File: src/logic/sdram_pkg.sv
package sdram_pkg;

	// Device geometry, 16-bit four-bank part
	localparam int BANK_W = 2;
	localparam int ROW_W = 13;
	localparam int COL_W = 9;
	localparam int DATA_W = 16;
	localparam int ADDR_W = BANK_W + ROW_W + COL_W;

	// Command placed on the pins in a cycle
	typedef enum logic [2:0] {
		NOP,
		READ,
		WRITE,
		ACT,
		PRE,
		PALL,
		REF,
		MRS
	} sdram_cmd_e;

	// Request address, flat or split into bank, row and column
	typedef union packed {
		logic [ADDR_W-1:0] word;
		struct packed {
			logic [BANK_W-1:0] bank;
			logic [ROW_W-1:0] row;
			logic [COL_W-1:0] col;
		} loc;
	} sdram_addr_u;

endpackage

File: src/logic/read_return.sv
`timescale 1ns/10ps

module read_return #(
	parameter int CAS = 3
) (
	input logic clk,
	input logic n_reset,
	input sdram_pkg::sdram_cmd_e cmd,
	input sdram_pkg::sdram_addr_u q_addr,
	input logic [sdram_pkg::DATA_W-1:0] dram_dq,
	output logic rdy_out,
	output logic [sdram_pkg::ADDR_W-1:0] addr_out,
	output logic [sdram_pkg::DATA_W-1:0] data_out
);

	import sdram_pkg::*;

	// One stage per cycle of CAS latency
	logic [CAS-1:0] rd_sr;
	logic [ADDR_W-1:0] addr_sr [CAS];

	always_ff @(posedge clk or negedge n_reset) begin
		if (!n_reset) begin
			rd_sr <= '0;
		end else begin
			rd_sr[0] <= (cmd == READ);
			for (int i = 1; i < CAS; i++)
				rd_sr[i] <= rd_sr[i-1];
		end
	end

	always_ff @(posedge clk) begin
		addr_sr[0] <= q_addr.word;
		for (int i = 1; i < CAS; i++)
			addr_sr[i] <= addr_sr[i-1];
	end

	always_ff @(posedge clk or negedge n_reset) begin
		if (!n_reset)
			rdy_out <= 1'b0;
		else
			rdy_out <= rd_sr[CAS-1];
	end

	// Data on the bus CAS cycles after the READ
	always_ff @(posedge clk) begin
		addr_out <= addr_sr[CAS-1];
		data_out <= dram_dq;
	end

	a_rdy_addr_known: assert property (@(posedge clk) disable iff (!n_reset)
		rdy_out |-> !$isunknown(addr_out));

endmodule

File: config.mk
export PLATFORM = sky130hd
export DESIGN_NAME = read_return
export DESIGN_NICKNAME = d
export VERILOG_FILES = /design/src/logic/sdram_pkg.sv /design/src/logic/read_return.sv
export SDC_FILE = /design/constraint.sdc
export NUM_CORES = 1
export LEC_CHECK = 0
export BUFFER_PORTS_ARGS = -buffer_cell sky130_fd_sc_hd__buf_2
export CAP_MARGIN = 40
export CORE_ASPECT_RATIO = 1.2
export CORE_MARGIN = 3
export CORE_UTILIZATION = 42
export DETAILED_ROUTE_END_ITERATION = 10
export PLACE_DENSITY = 0.69
export REMOVE_ABC_BUFFERS = 1
export SETUP_SLACK_MARGIN = 0.5
export SLEW_MARGIN = 25
export SYNTH_ARGS = -nofsm -noshare
export SYNTH_HDL_FRONTEND = slang
export SYNTH_SLANG_ARGS = --single-unit
File: constraint.sdc
create_clock -name clk -period 0.8 [get_ports clk]
set_input_delay 0.04 -clock clk [delete_from_list [all_inputs] [get_ports clk]]
set_output_delay 0.04 -clock clk [all_outputs]
set_load 0.01 [all_outputs]
==> run_results.csv <==
group,metric,value,unit
synth,ys_seq_elements,116,
synth,yosysSeqAreaShare,99.47,%
sta,finalHoldViolations,7,
sta,finalClockSkew,10.75,ps
synth,yosysTopAreaCellShare,95.22,%
clock_network,clockBufferDepth,2,
sta,final.setup.worst_slack,-224.4,ps
cells_and_area,design_area,0.004005,sq mm
status,violations,"negative hold slack, negative setup slack",
worst_setup_path,max_stage_delay,360,ps
floorplan,fp.dieW,74.36,microns
route,drcViolationCount,0,
worst_setup_path,path_buf_inv,1,
status,status,"complete, but fails checks",
worst_setup_path,crit_chain,"buf_2",
clock_network,cts_hold_buf,41,
clock_network,post_cts_buffers,0,
route,vias,1307,
sta,rsz0062_at_grt,"true",
min_path,hold_class,"primary input to register",
route,ant_nets,0,
grt,grt_first_pass_wirelength,6203,microns
placement,place_area,0.002858,sq mm
cells_and_area,stdcell_count,337,
cells_and_area,drive_above_1_share,58.55,%
sta,holdWs,-286.8,ps
worst_setup_path,endpoint_kind,"output port",
grt,grt_max_degree,17,
grt,grt_usage,14.07,%
cells_and_area,n_fill_cell,317,
sta,fin_crit_sh,128.1,%
worst_setup_path,path_max_fanout,1,
flow_run,maxCapViolCount,0,
worst_setup_path,worst_ep_arrival_time,980,ps
worst_setup_path,slowest_stage,"dfrtp_1",
synth,synth.avg_cell_area,20.13,sq um
synth,yosys.area.top_type,"dfxtp_1",
grt,overflow,0,
clock_network,clk_latency,490,ps
clock_network,cts_made_buffers,17,
power_and_ir_drop,power.total,13.51,mW
placement,port_buffers,85,
synth,synth_area_leaders,"dfxtp_1, dfrtp_1, nor3b_2",
worst_setup_path,path_class,"register to output port",
sta,slew-limit-headroom,81.59,%
worst_setup_path,start_kind,"register",
placement,dp_slack,291.0,ps
sta,finalSetupTns,-6349,ps
clock_network,cts_root_buf,"clkbuf_8",
clock_network,clock-sinks,116,
sta,period_needed,1024,ps
floorplan,initial_core_util,43.85,%
route,drt-initial-drc-count,33,
worst_setup_path,cp_top_family,"flip-flops",
floorplan,chipHeight,88.03,microns
worst_setup_path,cp.required,760,ps
cells_and_area,multi_input_area,12.51,sq um
route,wl,3902,microns
sta,fmax,0.9761,GHz
floorplan,dieArea,0.006545,sq mm
sta,setup-violations-final,41,
route,wl_per_cell,11.58,microns
clock_network,htreeDepth,4,
synth,synthesis.area,0.002355,sq mm
cells_and_area,antenna_cells,0,
route,via_per_inst,3.878,
power_and_ir_drop,powerDensity,3373,mW/mm^2
synth,ys_types,3,
placement,gp_congestion,0.6675,
sta,timing.final.max_slew_violations,0,
cells_and_area,nets,307,
grt,grt_antenna_before_repair,0,
sta,tightest_slew,276.2,ps
cells_and_area,register_area,0.002399,sq mm
synth,yosys_warnings,0,
floorplan,rows,29,
synth,syn_inst,117,
power_and_ir_drop,p_leak,1.844,nW
clock_network,clk_pin_slew,50,ps
floorplan,ioPinCount,86,
floorplan,core_area,0.005370,sq mm
placement,dp.cells,264,
cells_and_area,layout_common_cells,"dfxtp_1, buf_2, dfxtp_2, dlygate4sd3_1, buf_6",
grt,first_global_vias,1397,
cells_and_area,area_growth,70.08,%
route,drt-pass1-iter-count,2,
power_and_ir_drop,vdd_ir_drop_max,2516,uV
placement,dp_hpwl,1997,microns
clock_network,cts_tree,"built",
cells by family after synthesis:
logic type	count (synthesis)	synth area share, %
flops	116	99.47
simple gates	1	0.5313
registers in the layout (all words and copies together) (netlist names):
name / flops
addr_sr: 72
addr_out: 24
data_out: 16
rd_sr: 3
rdy_out: 1
metrics by stage:
| step | hold slack [ps] | utilization (%) |
|---|---|---|
| floorplan | -255.6 | - |
| CTS | -327.8 | 71.64 |
| finish | -286.8 | 74.58 |
| global placement | -155.3 | 53.22 |
| detailed placement | -152.8 | 53.22 |
| global route | -310.0 | 74.58 |
metal layers:
| layer | global-route usage (%) | vias up | wire, microns |
|---|---|---|---|
| met5 | 0 | - | 0 |
| met4 | 11.17 | 0 | 108 |
| met3 | 8.726 | 11 | 308 |
| met2 | 23.55 | 58 | 2194 |
| met1 | 11.49 | 585 | 1291 |
| li1 | - | 653 | - |
Yosys cell counts:
library cell,n
dfxtp_1,112
dfrtp_1,4
nor3b_2,1
final timing paths:
path                                         from                      to  slack (ps)  depth (start not counted)
max reg2reg                    rd_sr[2]$_DFF_PN0_       rdy_out$_DFF_PN0_         330                          0
min reg2reg                addr_sr[1][10]$_DFF_P_  addr_sr[2][10]$_DFF_P_         310                          0
min                                        cmd[1]      rd_sr[0]$_DFF_PN0_        -290                          2
max in group asynchronous                 n_reset       rdy_out$_DFF_PN0_         810                          2
min in group asynchronous                 n_reset      rd_sr[1]$_DFF_PN0_        -130                          2
max                             rdy_out$_DFF_PN0_                 rdy_out        -220                          1
area by class of cell:
type	instances	area share, %
tap	62	1.937
clock buffer	23	12.18
multi-input combinational	1	0.3124
sequential	116	59.89
timing repair buffer	126	23.81
clock inverter	9	1.874
where the power goes:
| group | internal (mW) | leakage (nW) | switching [mW] | total, mW |
|---|---|---|---|---|
| Combinational | 0.331 | 0.566 | 0.156 | 0.487 |
| Clock | 4.50 | 0.279 | 2.32 | 6.82 |
| Sequential | 6.12 | 0.999 | 0.0750 | 6.20 |
repair_timing:
| item | 4_1_cts | 5_1_grt |
|---|---|---|
| gates resized for setup | 9 | 56 |
| endpoints found under the hold margin | 45 | 7 |
| setup endpoints to repair | 116 | 118 |
No activity file was read; power rests on OpenSTA's default activity.
