`src/logic/sdram_pkg.sv`:
```
package sdram_pkg;

	// Device geometry, 16-bit four-bank part
	localparam int BANK_W = 2;
	localparam int ROW_W = 13;
	localparam int COL_W = 9;
	localparam int DATA_W = 16;
	localparam int ADDR_W = BANK_W + ROW_W + COL_W;

	// Command placed on the pins in a cycle
	typedef enum logic [2:0] {
		NOP,
		READ,
		WRITE,
		ACT,
		PRE,
		PALL,
		REF,
		MRS
	} sdram_cmd_e;

	// Request address, flat or split into bank, row and column
	typedef union packed {
		logic [ADDR_W-1:0] word;
		struct packed {
			logic [BANK_W-1:0] bank;
			logic [ROW_W-1:0] row;
			logic [COL_W-1:0] col;
		} loc;
	} sdram_addr_u;

endpackage

```
`src/logic/command_sequencer.sv`:
```
`timescale 1ns/10ps

module command_sequencer #(
	parameter int CAS = 3,
	parameter int TINIT = 14300,
	parameter int TREFC = 1117,
	parameter int TRC = 9,
	parameter int TRP = 3,
	parameter int TMRD = 2,
	parameter int TRCD = 3
) (
	input logic clk,
	input logic n_reset,
	input logic empty,
	input logic q_we,
	input sdram_pkg::sdram_addr_u q_addr,
	input logic [sdram_pkg::DATA_W-1:0] q_data,
	output logic pop,
	output sdram_pkg::sdram_cmd_e cmd,
	output logic dq_drive,
	output logic [sdram_pkg::DATA_W-1:0] dq_out,
	output logic dram_cke,
	output logic dram_ras_n,
	output logic dram_cas_n,
	output logic dram_we_n,
	output logic [sdram_pkg::BANK_W-1:0] dram_ba,
	output logic [sdram_pkg::ROW_W-1:0] dram_addr,
	output logic [1:0] dram_dqm
);

	import sdram_pkg::*;

	localparam int BANKS = 1 << BANK_W;
	localparam logic [2:0] CAS_CODE = 3'(CAS);
	localparam logic [15:0] INIT_LOAD = 16'(TINIT - 1);
	localparam logic [15:0] RP_LOAD = 16'(TRP - 1);
	localparam logic [15:0] RC_LOAD = 16'(TRC - 1);
	// Active window so that one full refresh period is TREFC cycles
	localparam logic [15:0] WIN_LOAD = 16'(TREFC - TRP - TRC - 1);

	typedef enum logic [2:0] {
		s_reset,
		s_init,
		s_init_pall,
		s_init_ref,
		s_active,
		s_precharge,
		s_refresh
	} state_e;

	state_e state;
	state_e state_next;
	logic [15:0] cnt;
	logic [15:0] cnt_load;
	logic [2:0] delay;
	logic [2:0] delay_load;
	logic mode;
	logic execute;
	logic [BANKS-1:0] bank_active;
	logic [ROW_W-1:0] open_row [BANKS];

	always_ff @(posedge clk or negedge n_reset) begin
		if (!n_reset) begin
			state <= s_reset;
			cnt <= '0;
		end else if (cnt == '0) begin
			state <= state_next;
			cnt <= cnt_load;
		end else begin
			cnt <= cnt - 16'd1;
		end
	end

	// Spacing between commands in the active window
	always_ff @(posedge clk or negedge n_reset) begin
		if (!n_reset)
			delay <= '0;
		else if (delay == '0)
			delay <= delay_load;
		else
			delay <= delay - 3'd1;
	end

	always_ff @(posedge clk or negedge n_reset) begin
		if (!n_reset)
			mode <= 1'b0;
		else if (cmd == MRS)
			mode <= 1'b1;
	end

	always_ff @(posedge clk or negedge n_reset) begin
		if (!n_reset) begin
			bank_active <= '0;
		end else begin
			case (cmd)
				ACT: bank_active[q_addr.loc.bank] <= 1'b1;
				PRE: bank_active[q_addr.loc.bank] <= 1'b0;
				PALL: bank_active <= '0;
				default: bank_active <= bank_active;
			endcase
		end
	end

	always_ff @(posedge clk) begin
		if (cmd == ACT)
			open_row[q_addr.loc.bank] <= q_addr.loc.row;
	end

	always_comb begin
		state_next = state;
		cnt_load = '0;
		cmd = NOP;
		delay_load = '0;
		execute = 1'b0;
		case (state)
			s_reset: begin
				state_next = s_init;
				cnt_load = INIT_LOAD;
			end
			s_init: begin
				state_next = s_init_pall;
				cnt_load = RP_LOAD;
				if (cnt == '0)
					cmd = PALL;
			end
			s_init_pall: begin
				state_next = s_init_ref;
				cnt_load = RC_LOAD;
				if (cnt == '0)
					cmd = REF;
			end
			s_init_ref: begin
				state_next = s_refresh;
				cnt_load = RC_LOAD;
				if (cnt == '0)
					cmd = REF;
			end
			s_active: begin
				state_next = s_precharge;
				cnt_load = RP_LOAD;
				if (cnt == '0)
					cmd = PALL;
				else
					execute = 1'b1;
			end
			s_precharge: begin
				state_next = s_refresh;
				cnt_load = RC_LOAD;
				if (cnt == '0)
					cmd = REF;
			end
			s_refresh: begin
				state_next = s_active;
				cnt_load = WIN_LOAD;
			end
			default: begin
				state_next = s_reset;
			end
		endcase

		if (execute && delay == '0) begin
			if (!mode) begin
				cmd = MRS;
				delay_load = 3'(TMRD - 1);
			end else if (!empty) begin
				if (!bank_active[q_addr.loc.bank]) begin
					cmd = ACT;
					delay_load = 3'(TRCD - 1);
				end else if (open_row[q_addr.loc.bank] != q_addr.loc.row) begin
					cmd = PRE;
					delay_load = 3'(TRP - 1);
				end else begin
					cmd = q_we ? WRITE : READ;
				end
			end
		end
	end

	assign pop = (cmd == READ) || (cmd == WRITE);

	// Pin encoding
	always_comb begin
		dram_cke = 1'b1;
		dram_ras_n = 1'b1;
		dram_cas_n = 1'b1;
		dram_we_n = 1'b1;
		dram_ba = '0;
		dram_addr = '0;
		dram_dqm = 2'b00;
		dq_drive = 1'b0;
		dq_out = '0;
		if (state == s_reset) begin
			dram_cke = 1'b0;
			dram_dqm = 2'b11;
		end
		case (cmd)
			PALL: begin
				dram_ras_n = 1'b0;
				dram_we_n = 1'b0;
				dram_addr[10] = 1'b1;
			end
			REF: begin
				dram_ras_n = 1'b0;
				dram_cas_n = 1'b0;
			end
			MRS: begin
				dram_ras_n = 1'b0;
				dram_cas_n = 1'b0;
				dram_we_n = 1'b0;
				// Burst length one, sequential
				dram_addr = {3'b000, 1'b0, 2'b00, CAS_CODE, 1'b0, 3'b000};
			end
			PRE: begin
				dram_ras_n = 1'b0;
				dram_we_n = 1'b0;
				dram_ba = q_addr.loc.bank;
			end
			ACT: begin
				dram_ras_n = 1'b0;
				dram_ba = q_addr.loc.bank;
				dram_addr = q_addr.loc.row;
			end
			READ: begin
				dram_cas_n = 1'b0;
				dram_ba = q_addr.loc.bank;
				dram_addr[COL_W-1:0] = q_addr.loc.col;
			end
			WRITE: begin
				dram_cas_n = 1'b0;
				dram_we_n = 1'b0;
				dram_ba = q_addr.loc.bank;
				dram_addr[COL_W-1:0] = q_addr.loc.col;
				dq_drive = 1'b1;
				dq_out = q_data;
			end
			default: begin
			end
		endcase
	end

	a_pop_with_access: assert property (@(posedge clk) disable iff (!n_reset)
		pop |-> dram_ras_n && !dram_cas_n && dram_ba == q_addr.loc.bank);
	a_access_open_row: assert property (@(posedge clk) disable iff (!n_reset)
		(dram_ras_n && !dram_cas_n) |->
			bank_active[dram_ba] && open_row[dram_ba] == q_addr.loc.row);

endmodule

```
`config.mk`:
```
export PLATFORM = sky130hd
export DESIGN_NAME = command_sequencer
export DESIGN_NICKNAME = d
export VERILOG_FILES = /design/src/logic/sdram_pkg.sv /design/src/logic/command_sequencer.sv
export SDC_FILE = /design/constraint.sdc
export NUM_CORES = 1
export LEC_CHECK = 0
export BUFFER_PORTS_ARGS = -buffer_cell sky130_fd_sc_hd__buf_2
export CAP_MARGIN = 20
export CORE_UTILIZATION = 55
export DETAILED_ROUTE_END_ITERATION = 12
export PLACE_DENSITY = 0.87
export SLEW_MARGIN = 40
export SYNTH_ARGS = -nofsm -noshare
export SYNTH_HDL_FRONTEND = slang
export SYNTH_SLANG_ARGS = --single-unit
export TNS_END_PERCENT = 5
```
`constraint.sdc`:
```
create_clock -name clk -period 3.3 [get_ports clk]
set_input_delay 0.495 -clock clk [delete_from_list [all_inputs] [get_ports clk]]
set_output_delay 0.495 -clock clk [all_outputs]
set_load 0.02 [all_outputs]
```
==> impl_metrics.tcl <==
set metrics [dict create \
    cts-root-buf "clkbuf_8" \
    synth_top_area_share_pct 37.3 \
    routed_wl_mm 10.3 \
    routedWlPerCell_um 19.2 \
    fin_crit_ns 3.46 \
    num-nets-final 480 \
    vias 3165 \
    clock_sink_count 79 \
    antenna_left 0 \
    violations "setup timing" \
    required_ns 2.80 \
    die_area_um2 7960 \
    setup_viol 30 \
    grt_setup_unrepaired "true" \
    antenna_found_initial 0 \
    power_uw 1870 \
    p_sw_share_pct 22.2 \
    start_util_pct 57.4 \
    synth_edf_count 52 \
    ys_seq_area_share_pct 53.5 \
    grt_max_degree 28 \
    ys_ff_latch 79 \
    hold_viol 0 \
    p_leak_uw 0.00221 \
    path_buf_inv 3 \
    critical_path_class "in2out" \
    critPathMostFrequentCell "nand4_1" \
    dpl.hpwl_mm 6.83 \
    seqCellArea_um2 2240 \
    postSynthCellCount 313 \
    multi_input_area_um2 1940 \
    critPathTopFamily "simple AND/OR/NAND/NOR gates" \
    first_iter_violations 277 \
    core-area_um2 7290 \
    grt_pass1_wl_mm 15.2 \
    drive_gt1_share_pct 45.3 \
    max_slew.worst_pin.slew_ns 0.575 \
    cp_max_fo 14 \
    ir_drop_mv 0.301 \
    seq_power_share_pct 56.5 \
    period_share_pct 105 \
    path_clk_slew_ns 0.08 \
    fin_skew_ns 0.0150 \
    critPathSlowestCell "mux4_1" \
    viasPerCell 5.93 \
    yosysUniqueCellTypes 62 \
    power_density_nw_per_um2 350 \
    numCtsBuffers 9 \
    p_sw_uw 414 \
    arrival_ns 2.97 \
    globalRouteOverflowTotal 0 \
    fill_cells 441 \
    syn-cell-area_um2 4180 \
    yosys_warnings 0 \
    firstDrtPassIters 5 \
    power_frac_comb_pct 5.8 \
    clock_latency_ns 0.37 \
    synth_largest_area_cell "edfxtp_1" \
    die-height_um 89.2 \
    slew_headroom_pct 60.6 \
    grt_pass1_vias 3025 \
    clockBufferDepth 2 \
    portBuffers 85 \
    path_cells "buf_6 > mux4_1 > xnor2_1 > nand4_1 > nor2_1 > nand4_1 > a21oi_4 > buf_4 > a22o_1 > buf_2" \
    synthMostInstantiatedCell "edfxtp_1" \
    crit_path_end_kind "primary output" \
    fin_util_pct 73.1 \
    htreeDepth 3 \
    ys_top_cells_by_area "edfxtp_1 (37%), dfrtp_1 (16%), mux4_1 (6.3%)" \
    avgSynthCellArea_um2 13.4 \
    hp-class "in2async" \
    rows 31 \
    cpPeakStageDelay_ns 0.61 \
    drv_slew 0 \
    syn_to_final_growth_pct 27.4 \
    die_w_um 89.2 \
    io-pin-count 86 \
    synthTopCellsByCount "edfxtp_1 (52), dfrtp_1 (27), nor2_1 (24), xnor2_1 (23), nand2_1 (17)" \
    p_int_uw 1450 \
    diodes 0 \
    pwr-share-clk_pct 37.6 \
    async_flop_share_pct 34.2 \
    gp_congestion 0.810 \
    fin_ws_ns -0.164 \
    drv_cap 0 \
    synthFlopType "edfxtp_1" \
    cts_tree "done" \
    track_usage_pct 26.8 \
    syn_nets 361 \
    post-route-drc-count 0 \
    worstSetupStartpointType "input port" \
    status "finished with violations" \
    clock.fmax_ghz 0.289 \
]
==> sequential cells by signal, indices dropped and copies added, names as in the netlist <==
name,flops
bank_active,4
cnt,16
delay,3
mode,1
open_row,52
state,3
==> power groups by stage <==
stage / clock network, uW / logic, uW / registers (uW)
after floorplan: 0 / 51.9 / 1080
after global placement: 0 / 102 / 1080
after detailed placement: 0 / 107 / 1080
after CTS: 710 / 110 / 1060
after global routing: 750 / 119 / 1060
final: 702 / 109 / 1060
==> through the flow <==
step	hold slack (ns)	setup slack (ns)	setup TNS (ns)	instance area, um2	std cells
6_report	0.133	-0.164	-2.17	5330	534
5_1_grt	0.176	-0.262	-4.76	5330	534
3_3_place_gp	0.456	-0.129	-2.67	4890	513
3_5_place_dp	0.477	-0.229	-5.18	4890	513
2_1_floorplan	0.199	0.00991	0	4180	313
4_1_cts	0.153	-0.0557	-0.419	5250	534
==> timing repair <==
| item | 4_1_cts | 5_1_grt |
|---|---|---|
| hold buffers | 0 | 0 |
| gates resized for setup | 29 | 21 |
| buffers inserted | 7 | 0 |
| setup endpoints to repair | 33 | 32 |
| pin swaps | 5 | 2 |
==> kinds of logic after synthesis <==
| logic type | share of synthesized area (%) |
|---|---|
| compound gates | 10.3 |
| xor+xnor | 5.86 |
| buf+inv | 2.90 |
| mux | 9.09 |
| simple gates | 17.2 |
| fa+ha+maj | 1.20 |
| flops | 53.5 |
==> layout by cell type (no fill, tap or decap), types with 5 or more instances in the layout <==
cell type | netlist | final
buf_2 | 1 | 62
nor2_1 | 24 | 21
xor2_1 | 5 | 5
clkbuf_8 | 0 | 9
mux2i_1 | 5 | 5
buf_4 | 1 | 53
or2_2 | 5 | 5
and3_1 | 6 | 6
a21oi_1 | 12 | 9
edfxtp_1 | 52 | 52
nor3b_2 | 9 | 16
nand2_1 | 17 | 17
inv_1 | 9 | 9
xnor2_1 | 23 | 23
a22o_1 | 7 | 7
dfrtp_1 | 27 | 27
nor3_1 | 12 | 11
mux4_1 | 10 | 10
==> worst reg2reg max path, delay by kind of cell, from the launching register on <==
kind	cells	cell delay, ns
AO/OA/AOI/OAI	2	0.41
buffers and inverters	3	0.51
flip-flops	1	0.38
AND/OR/NAND/NOR	5	1.39
==> per-layer routing <==
layer  GRT usage [%]  wire [um]  vias up
li1                -          -     1414
met1            33.0       3870     1521
met2            44.3       5050      182
met3            6.83        886       48
met4            13.1        470        0
met5               0          0        -
==> final cells by class <==
class | count | area share, %
clock buffer | 9 | 2.32
clock inverter | 5 | 1.13
inverter | 9 | 0.634
multi-input combinational | 212 | 36.4
sequential | 79 | 42.0
tap | 99 | 2.32
timing repair buffer | 121 | 15.2
==> final timing paths <==
check,slack [ns],cells after the start,end,startpoint
hold / removal,0.13,1,cnt[15]$_DFF_PN0_,n_reset
hold reg to reg,0.50,1,cnt[0]$_DFF_PN0_,cnt[0]$_DFF_PN0_
setup reg to reg,0.51,10,bank_active[0]$_DFFE_PN0P_,cnt[4]$_DFF_PN0_
setup / recovery,-0.16,10,dram_addr[6],q_addr[22]
min in group clk,0.38,1,open_row[2][2]$_DFFE_PP_,q_addr[11]
max in group asynchronous,2.76,1,bank_active[1]$_DFFE_PN0P_,n_reset
(Power assumes the default switching activity.)
