`config.mk`:
```
export PLATFORM = sky130hd
export DESIGN_NAME = request_queue
export DESIGN_NICKNAME = d
export VERILOG_FILES = /design/src/logic/sdram_pkg.sv /design/src/logic/request_queue.sv
export SDC_FILE = /design/constraint.sdc
export NUM_CORES = 1
export LEC_CHECK = 0
export BUFFER_PORTS_ARGS = -buffer_cell sky130_fd_sc_hd__buf_2
export CORE_AREA = 5 5 176 178
export DETAILED_ROUTE_END_ITERATION = 7
export DIE_AREA = 0 0 181 183
export SYNTH_ARGS = -nofsm -noshare
export SYNTH_HDL_FRONTEND = slang
export SYNTH_SLANG_ARGS = --single-unit
```
`constraint.sdc`:
```
create_clock -name clk -period 6.1 [get_ports clk]
set_input_delay 0.915 -clock clk [delete_from_list [all_inputs] [get_ports clk]]
set_output_delay 0.915 -clock clk [all_outputs]
set_load 0.03 [all_outputs]
```
`src/logic/sdram_pkg.sv`:
```
package sdram_pkg;

	// Device geometry, 16-bit four-bank part
	localparam int BANK_W = 2;
	localparam int ROW_W = 13;
	localparam int COL_W = 9;
	localparam int DATA_W = 16;
	localparam int ADDR_W = BANK_W + ROW_W + COL_W;

	// Command placed on the pins in a cycle
	typedef enum logic [2:0] {
		NOP,
		READ,
		WRITE,
		ACT,
		PRE,
		PALL,
		REF,
		MRS
	} sdram_cmd_e;

	// Request address, flat or split into bank, row and column
	typedef union packed {
		logic [ADDR_W-1:0] word;
		struct packed {
			logic [BANK_W-1:0] bank;
			logic [ROW_W-1:0] row;
			logic [COL_W-1:0] col;
		} loc;
	} sdram_addr_u;

endpackage

```
`src/logic/request_queue.sv`:
```
`timescale 1ns/10ps

module request_queue #(
	parameter int QUEUE_DEPTH_LOG = 3
) (
	input logic clk,
	input logic n_reset,
	input logic push,
	input logic we,
	input sdram_pkg::sdram_addr_u addr_in,
	input logic [sdram_pkg::DATA_W-1:0] data_in,
	input logic pop,
	output logic full,
	output logic empty,
	output logic q_we,
	output sdram_pkg::sdram_addr_u q_addr,
	output logic [sdram_pkg::DATA_W-1:0] q_data
);

	import sdram_pkg::*;

	localparam int DEPTH = 2 ** QUEUE_DEPTH_LOG;

	logic we_mem [DEPTH];
	sdram_addr_u addr_mem [DEPTH];
	logic [DATA_W-1:0] data_mem [DEPTH];

	logic [QUEUE_DEPTH_LOG-1:0] wr_ptr;
	logic [QUEUE_DEPTH_LOG-1:0] rd_ptr;
	logic [QUEUE_DEPTH_LOG:0] count;

	always_ff @(posedge clk) begin
		if (push) begin
			we_mem[wr_ptr] <= we;
			addr_mem[wr_ptr] <= addr_in;
			data_mem[wr_ptr] <= data_in;
		end
	end

	always_ff @(posedge clk or negedge n_reset) begin
		if (!n_reset) begin
			wr_ptr <= '0;
			rd_ptr <= '0;
			count <= '0;
		end else begin
			if (push)
				wr_ptr <= wr_ptr + 1'b1;
			if (pop)
				rd_ptr <= rd_ptr + 1'b1;
			case ({push, pop})
				2'b10: count <= count + 1'b1;
				2'b01: count <= count - 1'b1;
				default: count <= count;
			endcase
		end
	end

	// Top bit of the count is set only at DEPTH
	assign full = count[QUEUE_DEPTH_LOG];
	assign empty = (count == '0);

	assign q_we = we_mem[rd_ptr];
	assign q_addr = addr_mem[rd_ptr];
	assign q_data = data_mem[rd_ptr];

	a_no_pop_empty: assert property (@(posedge clk) disable iff (!n_reset)
		pop |-> !empty);
	a_no_push_full: assert property (@(posedge clk) disable iff (!n_reset)
		push |-> !full);

endmodule

```
==> results of run 1 <==
==> worst max-delay path: cells and delay by family, from the launching register on <==
kind	cells	cell delay, ps
flops	1	970
mux	2	870
buf+inv	2	590
==> cell families (layout without fill, tap and decap cells) <==
family | Yosys count | count (layout)
adder cells (fa/ha/maj) | 5 | 5
buffers and inverters | 24 | 160
XOR/XNOR | 9 | 9
multiplexers | 126 | 126
AND/OR/NAND/NOR | 21 | 21
flip-flops | 338 | 338
AO/OA/AOI/OAI | 4 | 4
==> cell type report <==
class                   instances  area (sq um)
inverters                       1         3.754
well taps                     390         488.0
repair buffers                 99         538.0
clock buffers                  44         952.2
clock inverters                16         107.6
multi-input cells             165          2695
flip-flops and latches        338         10110
fillers                      2299         14350
==> layout by cell type, fill, tap and decap left out, drive strengths merged, types with 5 or more instances in the layout <==
cell type	synthesis	routed
clkbuf	9	44
ha	5	5
xor2	6	6
edfxtp	328	328
clkinv	0	11
mux4	82	82
mux2	44	44
buf	14	99
dfrtp	10	10
nor2	7	7
==> routing by layer <==
layer  vias to the layer above  global-route usage [%]
li1                       2472                       -
met1                      2985                   18.53
met2                       122                   26.84
met3                        41                   3.074
met4                         0                   3.362
met5                         -                       0
==> sequential cells by signal (all words and copies together) (netlist names) <==
| signal | flops |
|---|---|
| data_mem | 128 |
| addr_mem | 192 |
| count | 4 |
| we_mem | 8 |
| wr_ptr | 3 |
| rd_ptr | 3 |
==> power by group <==
group	leakage [nW]	total [mW]	switching [mW]	internal, mW
clock network	0.512	1.96	0.817	1.15
registers	3.09	3.19	0.261	2.93
logic	1.26	2.30	1.30	1.00
total	4.87	7.45	2.38	5.08
==> worst max-delay path by stage <==
| stage | to | slack [ps] | cells past startpoint |
|---|---|---|---|
| 2_1_floorplan | addr_mem[0][0]$_DFFE_PP_ | 1790 | 2 |
| 3_3_place_gp | q_addr[3] | 2660 | 4 |
| 3_5_place_dp | q_addr[7] | 2650 | 4 |
| 4_1_cts | q_addr[7] | 2100 | 4 |
| 5_1_grt | q_addr[7] | 1950 | 4 |
| 6_report | q_addr[7] | 2190 | 4 |
==> synth_stat cells (2+ instances only) <==
cell and n:
ha_1 5, nor3_1 2, buf_1 4, nand2_1 4
buf_6 3, clkbuf_1 9, xnor2_1 3, edfxtp_1 328
nor2_1 7, xor2_1 6, dfrtp_1 10, mux2_2 44
mux4_1 8, nand2b_1 3, buf_8 5, a21oi_1 2
mux4_2 74, nor2b_1 3, buf_2 2
==> metrics.yaml, run 1 <==
cts:
  cts_setup_buffers: 0
  numCtsBuffers: 36
  cts_tree: "done"
  cts_resized: 0
  clk-insertion-delay-late_ps: 500
  cts_hold_buffers: 0
  root_buffer: "clkbuf_16"
  cts_buffer_depth: 3
  htreeDepth: 2
  cts.sinks: 338
  clk_pin_slew_worst_paths_ps: 60
finish:
  final_nets: 691
  n_antenna_cell: 0
  area_growth_pct: 15.35
  finalInstanceArea_sq_um: 14890
  drive_gt1_share_pct: 41.18
  stdcell_count: 1053
  fin_util_pct: 50.93
synth:
  ys_types: 24
  synth_fa_ha_area_share_pct: 0.4845
  yosys-top-cells-area: "edfxtp_1 (76%), mux4_2 (13%), mux2_2 (3.8%)"
  synth-xor-area-share_pct: 0.6105
  synthesis.area_sq_um: 12910
  ys_ff_latch: 338
  async_flop_share_pct: 2.959
  syn_nets: 577
  synthCells: 527
  synth_top_family_by_area: "multiplexers"
  synth_warnings: 0
  synth_top_area_share_pct: 76.29
  synth_edf_count: 328
  synth.area.mux_share_pct: 18.37
  yosys.area.top_type: "edfxtp_1"
  synth_compound_area_share_pct: 0.1938
  syn_area_per_cell_sq_um: 24.50
  synth_top_flop_cell: "edfxtp_1"
  synth-seq-area-share_pct: 78.22
  synth-simple-area-share_pct: 0.7850
critical_path:
  r2r-end: "data_mem[6][11]$_DFFE_PP_"
  r2r_setup_slack_ps: 3850
  cp_cell_sequence: "buf_12, mux4_1, mux2_2, buf_2"
  r2r_cells: 3
  reg2reg_from: "wr_ptr[0]$_DFFE_PN0P_"
  crit_slowest_cell: "dfrtp_4"
  arrival_ps: 2990
  cp.required_ps: 5180
  critical_path_class: "register to output pin"
  critPathMaxFanout: 44
  cp_slowest_stage_delay_ps: 970
  start_kind: "register"
  cp-startpoint: "rd_ptr[0]$_DFFE_PN0P_"
  cp-end-kind: "output pin"
drt:
  avgRoutedWirePerCell_microns: 23.29
  drc_errors: 0
  vias_per_cell: 5.337
  dr_wl_met2_microns: 12970
  first_pass_iters: 4
  finalWirelength_microns: 24520
  wl_met3_microns: 1088
  detail-route-antenna-nets: 0
  vias: 5620
  highest_layer: "met4"
  met1_length_microns: 10000
  drt-initial-drc-count: 338
timing:
  fin_tns_setup_ps: 0
  layout_min_cycle_time_ps: 3907
  fmax_mhz: 255.9
  rsz0062_at_grt: "no"
  timing.final.ws_setup_ps: 2193
  clock_skew_ps: 9.038
  finalSetupViolCount: 0
  slew_viol_final: 0
  tightestPinTransition_ps: 841.9
  period_share_pct: 64.05
  slew_headroom_pct: 43.87
  holdWs_ps: 271.6
  hold_violations: 0
global_route:
  grt_pass1_wl_microns: 37320
  grt_max_degree: 45
  antenna_found_initial: 0
  grt_usage_pct: 14.80
  grt_pass1_vias: 6202
  overflow: 0
run_status:
  outcome: "finished clean"
place:
  dpl.hpwl_microns: 13350
  place_area_sq_um: 13830
  dp.cells: 993
  place_ws_ps: 2647
  io_buffers: 87
  gp_congestion: 0.6837
floorplanning:
  num_rows: 63
  ios: 88
  start_util_pct: 44.15
  coreArea_sq_um: 29240
  die_y_microns: 183
  fp.dieW_microns: 181
  die_area_sq_um: 33120
flow_run:
  maxCapViolCount: 0
power_and_ir_drop:
  ir_worst_vdd_v: 0.0002390
  finalPower_mw: 7.452
  power.density_nw_per_um2: 500.3
  p_leak_nw: 4.866
hold_path:
  hold_path.class: "input port to async pin"
Power figures use the tool's default switching activity.
==> inputs of run 2 (changes only) <==
--- a/config.mk
+++ b/config.mk
@@ -5,10 +5,11 @@
 export SDC_FILE = /design/constraint.sdc
 export NUM_CORES = 1
 export LEC_CHECK = 0
+export ABC_AREA = 1
 export BUFFER_PORTS_ARGS = -buffer_cell sky130_fd_sc_hd__buf_2
-export CORE_AREA = 5 5 176 178
+export CORE_AREA = 5 5 178 180
 export DETAILED_ROUTE_END_ITERATION = 7
-export DIE_AREA = 0 0 181 183
+export DIE_AREA = 0 0 183 185
 export SYNTH_ARGS = -nofsm -noshare
 export SYNTH_HDL_FRONTEND = slang
 export SYNTH_SLANG_ARGS = --single-unit
==> constraint.sdc (replaced) <==
create_clock -name clk -period 3.64 [get_ports clk]
set_input_delay 0.546 -clock clk [delete_from_list [all_inputs] [get_ports clk]]
set_output_delay 0.546 -clock clk [all_outputs]
set_load 0.03 [all_outputs]
==> run 2 against run 1 <==
  * Critical endpoint is now q_addr[22]
  * Via count is 42% higher
  * Highest routed layer is now met5
  * Sequential power is 53% higher
  * Synthesized area up 2.6%
  * Hold slack improved by 35 ps
  * Total power is 74% higher
==> metrics.yaml, run 2 <==
cts:
  cts_setup_buffers: 0  # unchanged
  clk_pin_slew_worst_paths_ps: 60  # about the same
  cts.sinks: 338  # unchanged
  cts_buffer_depth: 3  # unchanged
  root_buffer: "clkbuf_16"
  clk-insertion-delay-late_ps: 500  # about the same
  cts_tree: "done"
  numCtsBuffers: 35  # -2.8%
  cts_hold_buffers: 1  # +1
  htreeDepth: 2  # unchanged
  cts_resized: 0  # unchanged
critical_path:
  critPathMaxFanout: 75  # +70%
  cp.required_ps: 3090  # -2090 ps
  reg2reg_from: "wr_ptr[0]$_DFFE_PN0P_"
  start_kind: "register"
  cp-startpoint: "rd_ptr[0]$_DFFE_PN0P_"
  arrival_ps: 2490  # -500 ps
  crit_top_cell: "nand2_1"
  cp_cell_sequence: "inv_6, buf_4, nor2_1, o22ai_1, nand2_1, nand2_1, buf_2"
  cp-end-kind: "output pin"
  crit_slowest_cell: "dfrtp_4"
  critical_path_class: "register to output pin"
  cp_slowest_stage_delay_ps: 510  # -460 ps
hold_path:
  holdCritStartpoint: "addr_in[12]"
  hold_path.class: "input port to register"
global_route:
  met1_usage_pct: 23.27  # +4.7 points
  top_usage_layer: "met2"
  grt_max_degree: 167  # +270%
  overflow: 0  # unchanged
  antenna_found_initial: 4  # +4
  met3_usage_pct: 3.181  # +0.11 points
  grt_pass1_wl_microns: 44840  # +20%
  grt_pass1_vias: 7899  # +27%
  grt_usage_pct: 16.93  # +2.1 points
  gr-usage-met2_pct: 28.18  # +1.3 points
finish:
  finalInstanceArea_sq_um: 15190  # +2.0%
  layout_common_cells: "edfxtp_1 (328), nor2_1 (167), nand2_1 (146)"
  drive_gt1_share_pct: 15.13  # -26 points
  largest_register_ffs: 192  # unchanged
  n_antenna_cell: 0  # unchanged
  regMostFlops: "addr_mem"
  stdcell_count: 1500  # +42%
  final_nets: 1133  # +64%
  largestRegisters: "addr_mem x192, data_mem x128, we_mem x8"
  layout_commonest_cell: "edfxtp_1"
  fillers: 2559  # +11%
  area_growth_pct: 14.69
  fin_util_pct: 50.58  # -0.35 points
drt:
  detail-route-antenna-nets: 0  # unchanged
  finalWirelength_microns: 28920  # +18%
  vias: 7971  # +42%
  avgRoutedWirePerCell_microns: 19.28  # -17%
  drc_errors: 0  # unchanged
  drt-initial-drc-count: 593  # +75%
  vias_per_cell: 5.314  # -0.43%
  first_pass_iters: 4  # unchanged
synth:
  synth_warnings: 0  # unchanged
  synthesis.area_sq_um: 13240  # +2.6%
  yosys-top-cells-area: "edfxtp_1 (74%), nor2_1 (5.0%), nand2_1 (4.1%)"
  synth-seq-area-share_pct: 76.27  # -2.0 points
  yosys.area.top_type: "edfxtp_1"
  synthCells: 1002  # +90%
  synth_edf_count: 328  # unchanged
  ys_types: 23  # -4.2%
  ys_ff_latch: 338  # unchanged
  synth_top_area_share_pct: 74.38  # -1.9 points
  synth_common_cells: "edfxtp_1 (328), nor2_1 (175), nand2_1 (146)"
  syn_nets: 1052  # +82%
  syn_area_per_cell_sq_um: 13.22  # -46%
  synth_most_common_cell: "edfxtp_1"
  synth_top_flop_cell: "edfxtp_1"
  async_flop_share_pct: 2.959  # unchanged
timing:
  hold_violations: 0  # unchanged
  rsz0062_at_grt: "no"
  finalSetupViolCount: 0  # unchanged
  slew_headroom_pct: 47.94  # +4.1 points
  layout_min_cycle_time_ps: 3035
  fin_tns_setup_ps: 0  # unchanged
  timing.final.ws_setup_ps: 605.2  # -1587 ps
  tightestPinTransition_ps: 779.1  # -62.82 ps
  period_share_pct: 83.37
  clock_skew_ps: 12.69  # +3.653 ps
  fmax_mhz: 329.5
  slew_viol_final: 0  # unchanged
flow_run:
  maxCapViolCount: 0  # unchanged
floorplanning:
  start_util_pct: 44.10  # -0.049 points
  num_rows: 64  # +1.6%
  die_y_microns: 185  # +1.1%
  ios: 88  # unchanged
  die_area_sq_um: 33860  # +2.2%
  coreArea_sq_um: 30030  # +2.7%
  fp.dieW_microns: 183  # +1.1%
place:
  io_buffers: 87  # unchanged
  dp.cells: 1441  # +45%
  place_ws_ps: 1101  # -1546 ps
  place_area_sq_um: 14120  # +2.1%
  dpl.hpwl_microns: 15270  # +14%
  gp_congestion: 0.7195  # +5.2%
power_and_ir_drop:
  power.density_nw_per_um2: 854.5  # +71%
  p_leak_nw: 5.276  # +8.4%
  ir_worst_vdd_v: 0.0006710  # +180%
run_status:
  outcome: "finished clean"
run 2: changes by cell type after synthesis, moves of 11 or more:
cell	previous run	this run
mux2_2	44	0
clkbuf_1	9	24
inv_1	1	12
o22ai_1	0	82
mux4_2	74	0
nand2_1	4	146
o21ai_0	0	89
nor2_1	7	175
o21ai_1	0	78
run 2: worst paths after layout:
check | to | slack (ps) | cells after the start
max | q_addr[22] | 610 | 7
min | addr_mem[0][12]$_DFFE_PP_ | 310 | 1
max reg2reg | data_mem[2][5]$_DFFE_PP_ | 1590 | 3
min reg2reg | wr_ptr[0]$_DFFE_PN0P_ | 530 | 2
max in group asynchronous | rd_ptr[0]$_DFFE_PN0P_ | 2950 | 2
min in group asynchronous | count[3]$_DFFE_PN0P_ | 450 | 2
run 2: layout make-up:
class | instances | area, sq um | area share, %
flip-flops and latches | 338 | 10110 | 66.54
multi-input cells | 588 | 2765 | 18.21
clock buffers | 44 | 939.7 | 6.187
repair buffers | 107 | 713.2 | 4.696
well taps | 396 | 495.5 | 3.262
clock inverters | 14 | 115.1 | 0.7579
inverters | 13 | 53.80 | 0.3542
run 2: worst max-delay path: cells and delay by family, from the launching register on:
family	cells	cell delay, ps
buffers and inverters	3	1040
flip-flops	1	510
AND/OR/NAND/NOR	3	280
AO/OA/AOI/OAI	1	160
run 2: stage by stage:
| stage | power [mW] | hold WS [ps] |
|---|---|---|
| after floorplan | 8.437 | 250.4 |
| after global placement | 9.745 | 436.1 |
| after detailed placement | 9.804 | 439.0 |
| after CTS | 13.12 | 290.2 |
| after global routing | 13.75 | 289.4 |
| final | 12.98 | 306.5 |
run 2: layer usage:
| metal | vias to the layer above | share of wire (%) |
|---|---|---|
| met2 | 178 | 48 |
| met4 | 6 | 1.7 |
| met3 | 45 | 4.7 |
| met5 | - | 0.14 |
| li1 | 3820 | - |
| met1 | 3922 | 46 |
run 2: kinds of logic after synthesis:
group                      after synthesis  share of synthesized area (%)
AOI/OAI and AO/OA                      251                          10.27
xor gates and xnor gates                 5                         0.3307
adders and majority gates                5                         0.4724
buffers and inverters                   76                          3.307
DFF                                    338                          76.27
and+or+nand+nor                        327                          9.354
run 2: power breakdown:
group          switching (mW)  internal, mW
logic                    3.46          1.32
registers               0.157          4.73
clock network            1.35          1.96
total                    4.97          8.01
==> inputs of run 3 (changes only) <==
--- a/config.mk
+++ b/config.mk
@@ -5,11 +5,11 @@
 export SDC_FILE = /design/constraint.sdc
 export NUM_CORES = 1
 export LEC_CHECK = 0
-export ABC_AREA = 1
+export ABC_AREA = 0
 export BUFFER_PORTS_ARGS = -buffer_cell sky130_fd_sc_hd__buf_2
-export CORE_AREA = 5 5 178 180
+export CORE_AREA = 5 5 176 178
 export DETAILED_ROUTE_END_ITERATION = 7
-export DIE_AREA = 0 0 183 185
+export DIE_AREA = 0 0 181 183
 export SYNTH_ARGS = -nofsm -noshare
 export SYNTH_HDL_FRONTEND = slang
 export SYNTH_SLANG_ARGS = --single-unit
==> constraint.sdc (replaced) <==
create_clock -name clk -period 2.7 [get_ports clk]
set_input_delay 0.405 -clock clk [delete_from_list [all_inputs] [get_ports clk]]
set_output_delay 0.405 -clock clk [all_outputs]
set_load 0.03 [all_outputs]
==> run 3 against run 2 <==
  * Critical path depth is 2 lower
  * Global-route usage is 1.6 points lower
  * Sequential power up 43%
  * Non-clock buffer count up 13
  * Clock skew decreased by 1.8 ps
  * Routed wire length shrank 11%
  * Flip-flop and latch count unchanged
  * First-iteration DRC count shrank 39%
  * Final cell count is 28% lower
  * Sequential share of layout area down 2.5 points
  * Critical endpoint is now q_addr[19]
  * Largest cell class unchanged
==> metrics.yaml, run 3 (same netlist as run 1, synthesis figures left out) <==
finish:
  layout_commonest_cell: "edfxtp_1"
  final_nets: 713  # -37%
  fin_util_pct: 53.95  # +3.4 points
  finalInstanceArea_sq_um: 15780  # +3.9%
  largestRegisters: "addr_mem x192, data_mem x128, we_mem x8"
  largest_register_ffs: 192  # unchanged
  area_growth_pct: 22.20
  n_antenna_cell: 0  # unchanged
  layout_common_cells: "edfxtp_1 (328), mux4_2 (81), buf_2 (51)"
  drive_gt1_share_pct: 43.99  # +29 points
  regMostFlops: "addr_mem"
global_route:
  grt_usage_pct: 15.38  # -1.6 points
  overflow: 0  # unchanged
  top_usage_layer: "met2"
  gr-usage-met2_pct: 26.39  # -1.8 points
  met1_usage_pct: 20.48  # -2.8 points
  grt_pass1_vias: 6318  # -20%
  met3_usage_pct: 3.451  # +0.27 points
  grt_max_degree: 38  # -77%
  antenna_found_initial: 3  # -1
  grt_pass1_wl_microns: 38840  # -13%
critical_path:
  endpoint: "q_addr[19]"
  critical_path_class: "register to output pin"
  cp-startpoint: "rd_ptr[0]$_DFFE_PN0P_"
  r2r-end: "addr_mem[2][7]$_DFFE_PP_"
  cp-end-kind: "output pin"
  start_kind: "register"
  arrival_ps: 2270  # -220 ps
  path_delay_family: "multiplexers"
  critPathBufInv: 3  # unchanged
  r2r_cells: 3  # unchanged
  worst-path-stages: 5  # -2
  critPathMaxFanout: 5  # -93%
  cp_cell_sequence: "buf_12, buf_4, mux4_2, mux2_2, buf_2"
  reg2reg_from: "wr_ptr[0]$_DFFE_PN0P_"
  r2r_setup_slack_ps: 920  # -670 ps
  cp_slowest_stage_delay_ps: 500  # about the same
  cp.required_ps: 2300  # -790 ps
  crit_slowest_cell: "mux4_2"
drt:
  detail-route-antenna-nets: 0  # unchanged
  avgRoutedWirePerCell_microns: 23.93  # +24%
  vias_per_cell: 5.374  # +1.1%
  drt-initial-drc-count: 363  # -39%
  drc_errors: 0  # unchanged
  first_pass_iters: 5  # +1
  vias: 5809  # -27%
  finalWirelength_microns: 25870  # -11%
place:
  dpl.hpwl_microns: 14300  # -6.3%
  gp_congestion: 0.6793  # -5.6%
  io_buffers: 87  # unchanged
  place_area_sq_um: 14080  # -0.30%
timing:
  period_share_pct: 99.13
  layout_min_cycle_time_ps: 2676
  slew_viol_final: 0  # unchanged
  fmax_mhz: 373.6
  clock_skew_ps: 10.91  # -1.776 ps
  fin_tns_setup_ps: 0  # unchanged
  hold_violations: 0  # unchanged
  slew_headroom_pct: 60.42  # +12 points
  finalSetupViolCount: 0  # unchanged
  rsz0062_at_grt: "yes"
  tightestPinTransition_ps: 593.7  # -185.4 ps
flow_run:
  maxCapViolCount: 0  # unchanged
cts:
  cts.sinks: 338  # unchanged
  cts_buffer_depth: 3  # unchanged
  clk_pin_slew_worst_paths_ps: 60  # about the same
  htreeDepth: 2  # unchanged
  root_buffer: "clkbuf_16"
  cts_tree: "done"
  clk-insertion-delay-late_ps: 500  # about the same
  numCtsBuffers: 37  # +5.7%
power_and_ir_drop:
  power.density_nw_per_um2: 1202  # +41%
  finalPower_mw: 18.97  # +46%
  p_leak_nw: 5.279  # about the same
  ir_worst_vdd_v: 0.0007997  # +19%
floorplanning:
  start_util_pct: 44.15  # +0.049 points
  fp.dieW_microns: 181  # -1.1%
  die_y_microns: 183  # -1.1%
  ios: 88  # unchanged
  num_rows: 63  # -1.6%
  coreArea_sq_um: 29240  # -2.6%
  die_area_sq_um: 33120  # -2.2%
run_status:
  outcome: "finished clean"
hold_path:
  hold_path.class: "input port to register"
-- run 3: metrics by stage --
| step | worst slack [ps] | instances | hold slack (ps) |
|---|---|---|---|
| floorplan | -90.42 | 527 | 109.4 |
| global placement | 403.0 | 1001 | 292.1 |
| detailed placement | 386.6 | 1001 | 296.6 |
| CTS | -63.74 | 1072 | 142.8 |
| global route | -36.20 | 1081 | 150.5 |
| finish | 23.51 | 1081 | 168.9 |
-- run 3: routing by layer --
| metal | up-vias | part of all wire [%] |
|---|---|---|
| li1 | 2527 | - |
| met1 | 3082 | 42 |
| met2 | 156 | 50 |
| met3 | 38 | 6.0 |
| met4 | 6 | 1.6 |
| met5 | - | 0.13 |
-- run 3: layout make-up --
| cell class | count | area [sq um] |
|---|---|---|
| clock buffers | 50 | 1027 |
| clock inverters | 17 | 185.2 |
| fillers | 2249 | 13470 |
| inverters | 1 | 3.754 |
| multi-input cells | 165 | 2753 |
| flip-flops and latches | 338 | 10110 |
| well taps | 390 | 488.0 |
| repair buffers | 120 | 1212 |
-- run 3: repair_timing --
action | 4_1_cts | 5_1_grt
gates resized for setup | 59 | 52
buffers inserted | 3 | 3
hold endpoints to repair | 10 | 0
hold buffers | 1 | 0
setup endpoints to repair | 41 | 38
gates cloned | 0 | 6
-- run 3: where the power goes --
| group | switching (mW) | internal [mW] |
|---|---|---|
| clock | 1.91 | 3.05 |
| sequential | 0.376 | 6.61 |
| combinational | 3.53 | 3.49 |
-- run 3: how the worst min path moves through the flow --
stage | startpoint | endpoint | slack (ps) | cells past startpoint
3_5_place_dp | n_reset | count[3]$_DFFE_PN0P_ | 300 | 1
6_report | addr_in[7] | addr_mem[6][7]$_DFFE_PP_ | 170 | 1
5_1_grt | addr_in[7] | addr_mem[1][7]$_DFFE_PP_ | 150 | 1
3_3_place_gp | n_reset | count[3]$_DFFE_PN0P_ | 290 | 1
2_1_floorplan | n_reset | count[0]$_DFFE_PN0P_ | 110 | 0
4_1_cts | we | we_mem[4]$_DFFE_PP_ | 140 | 1
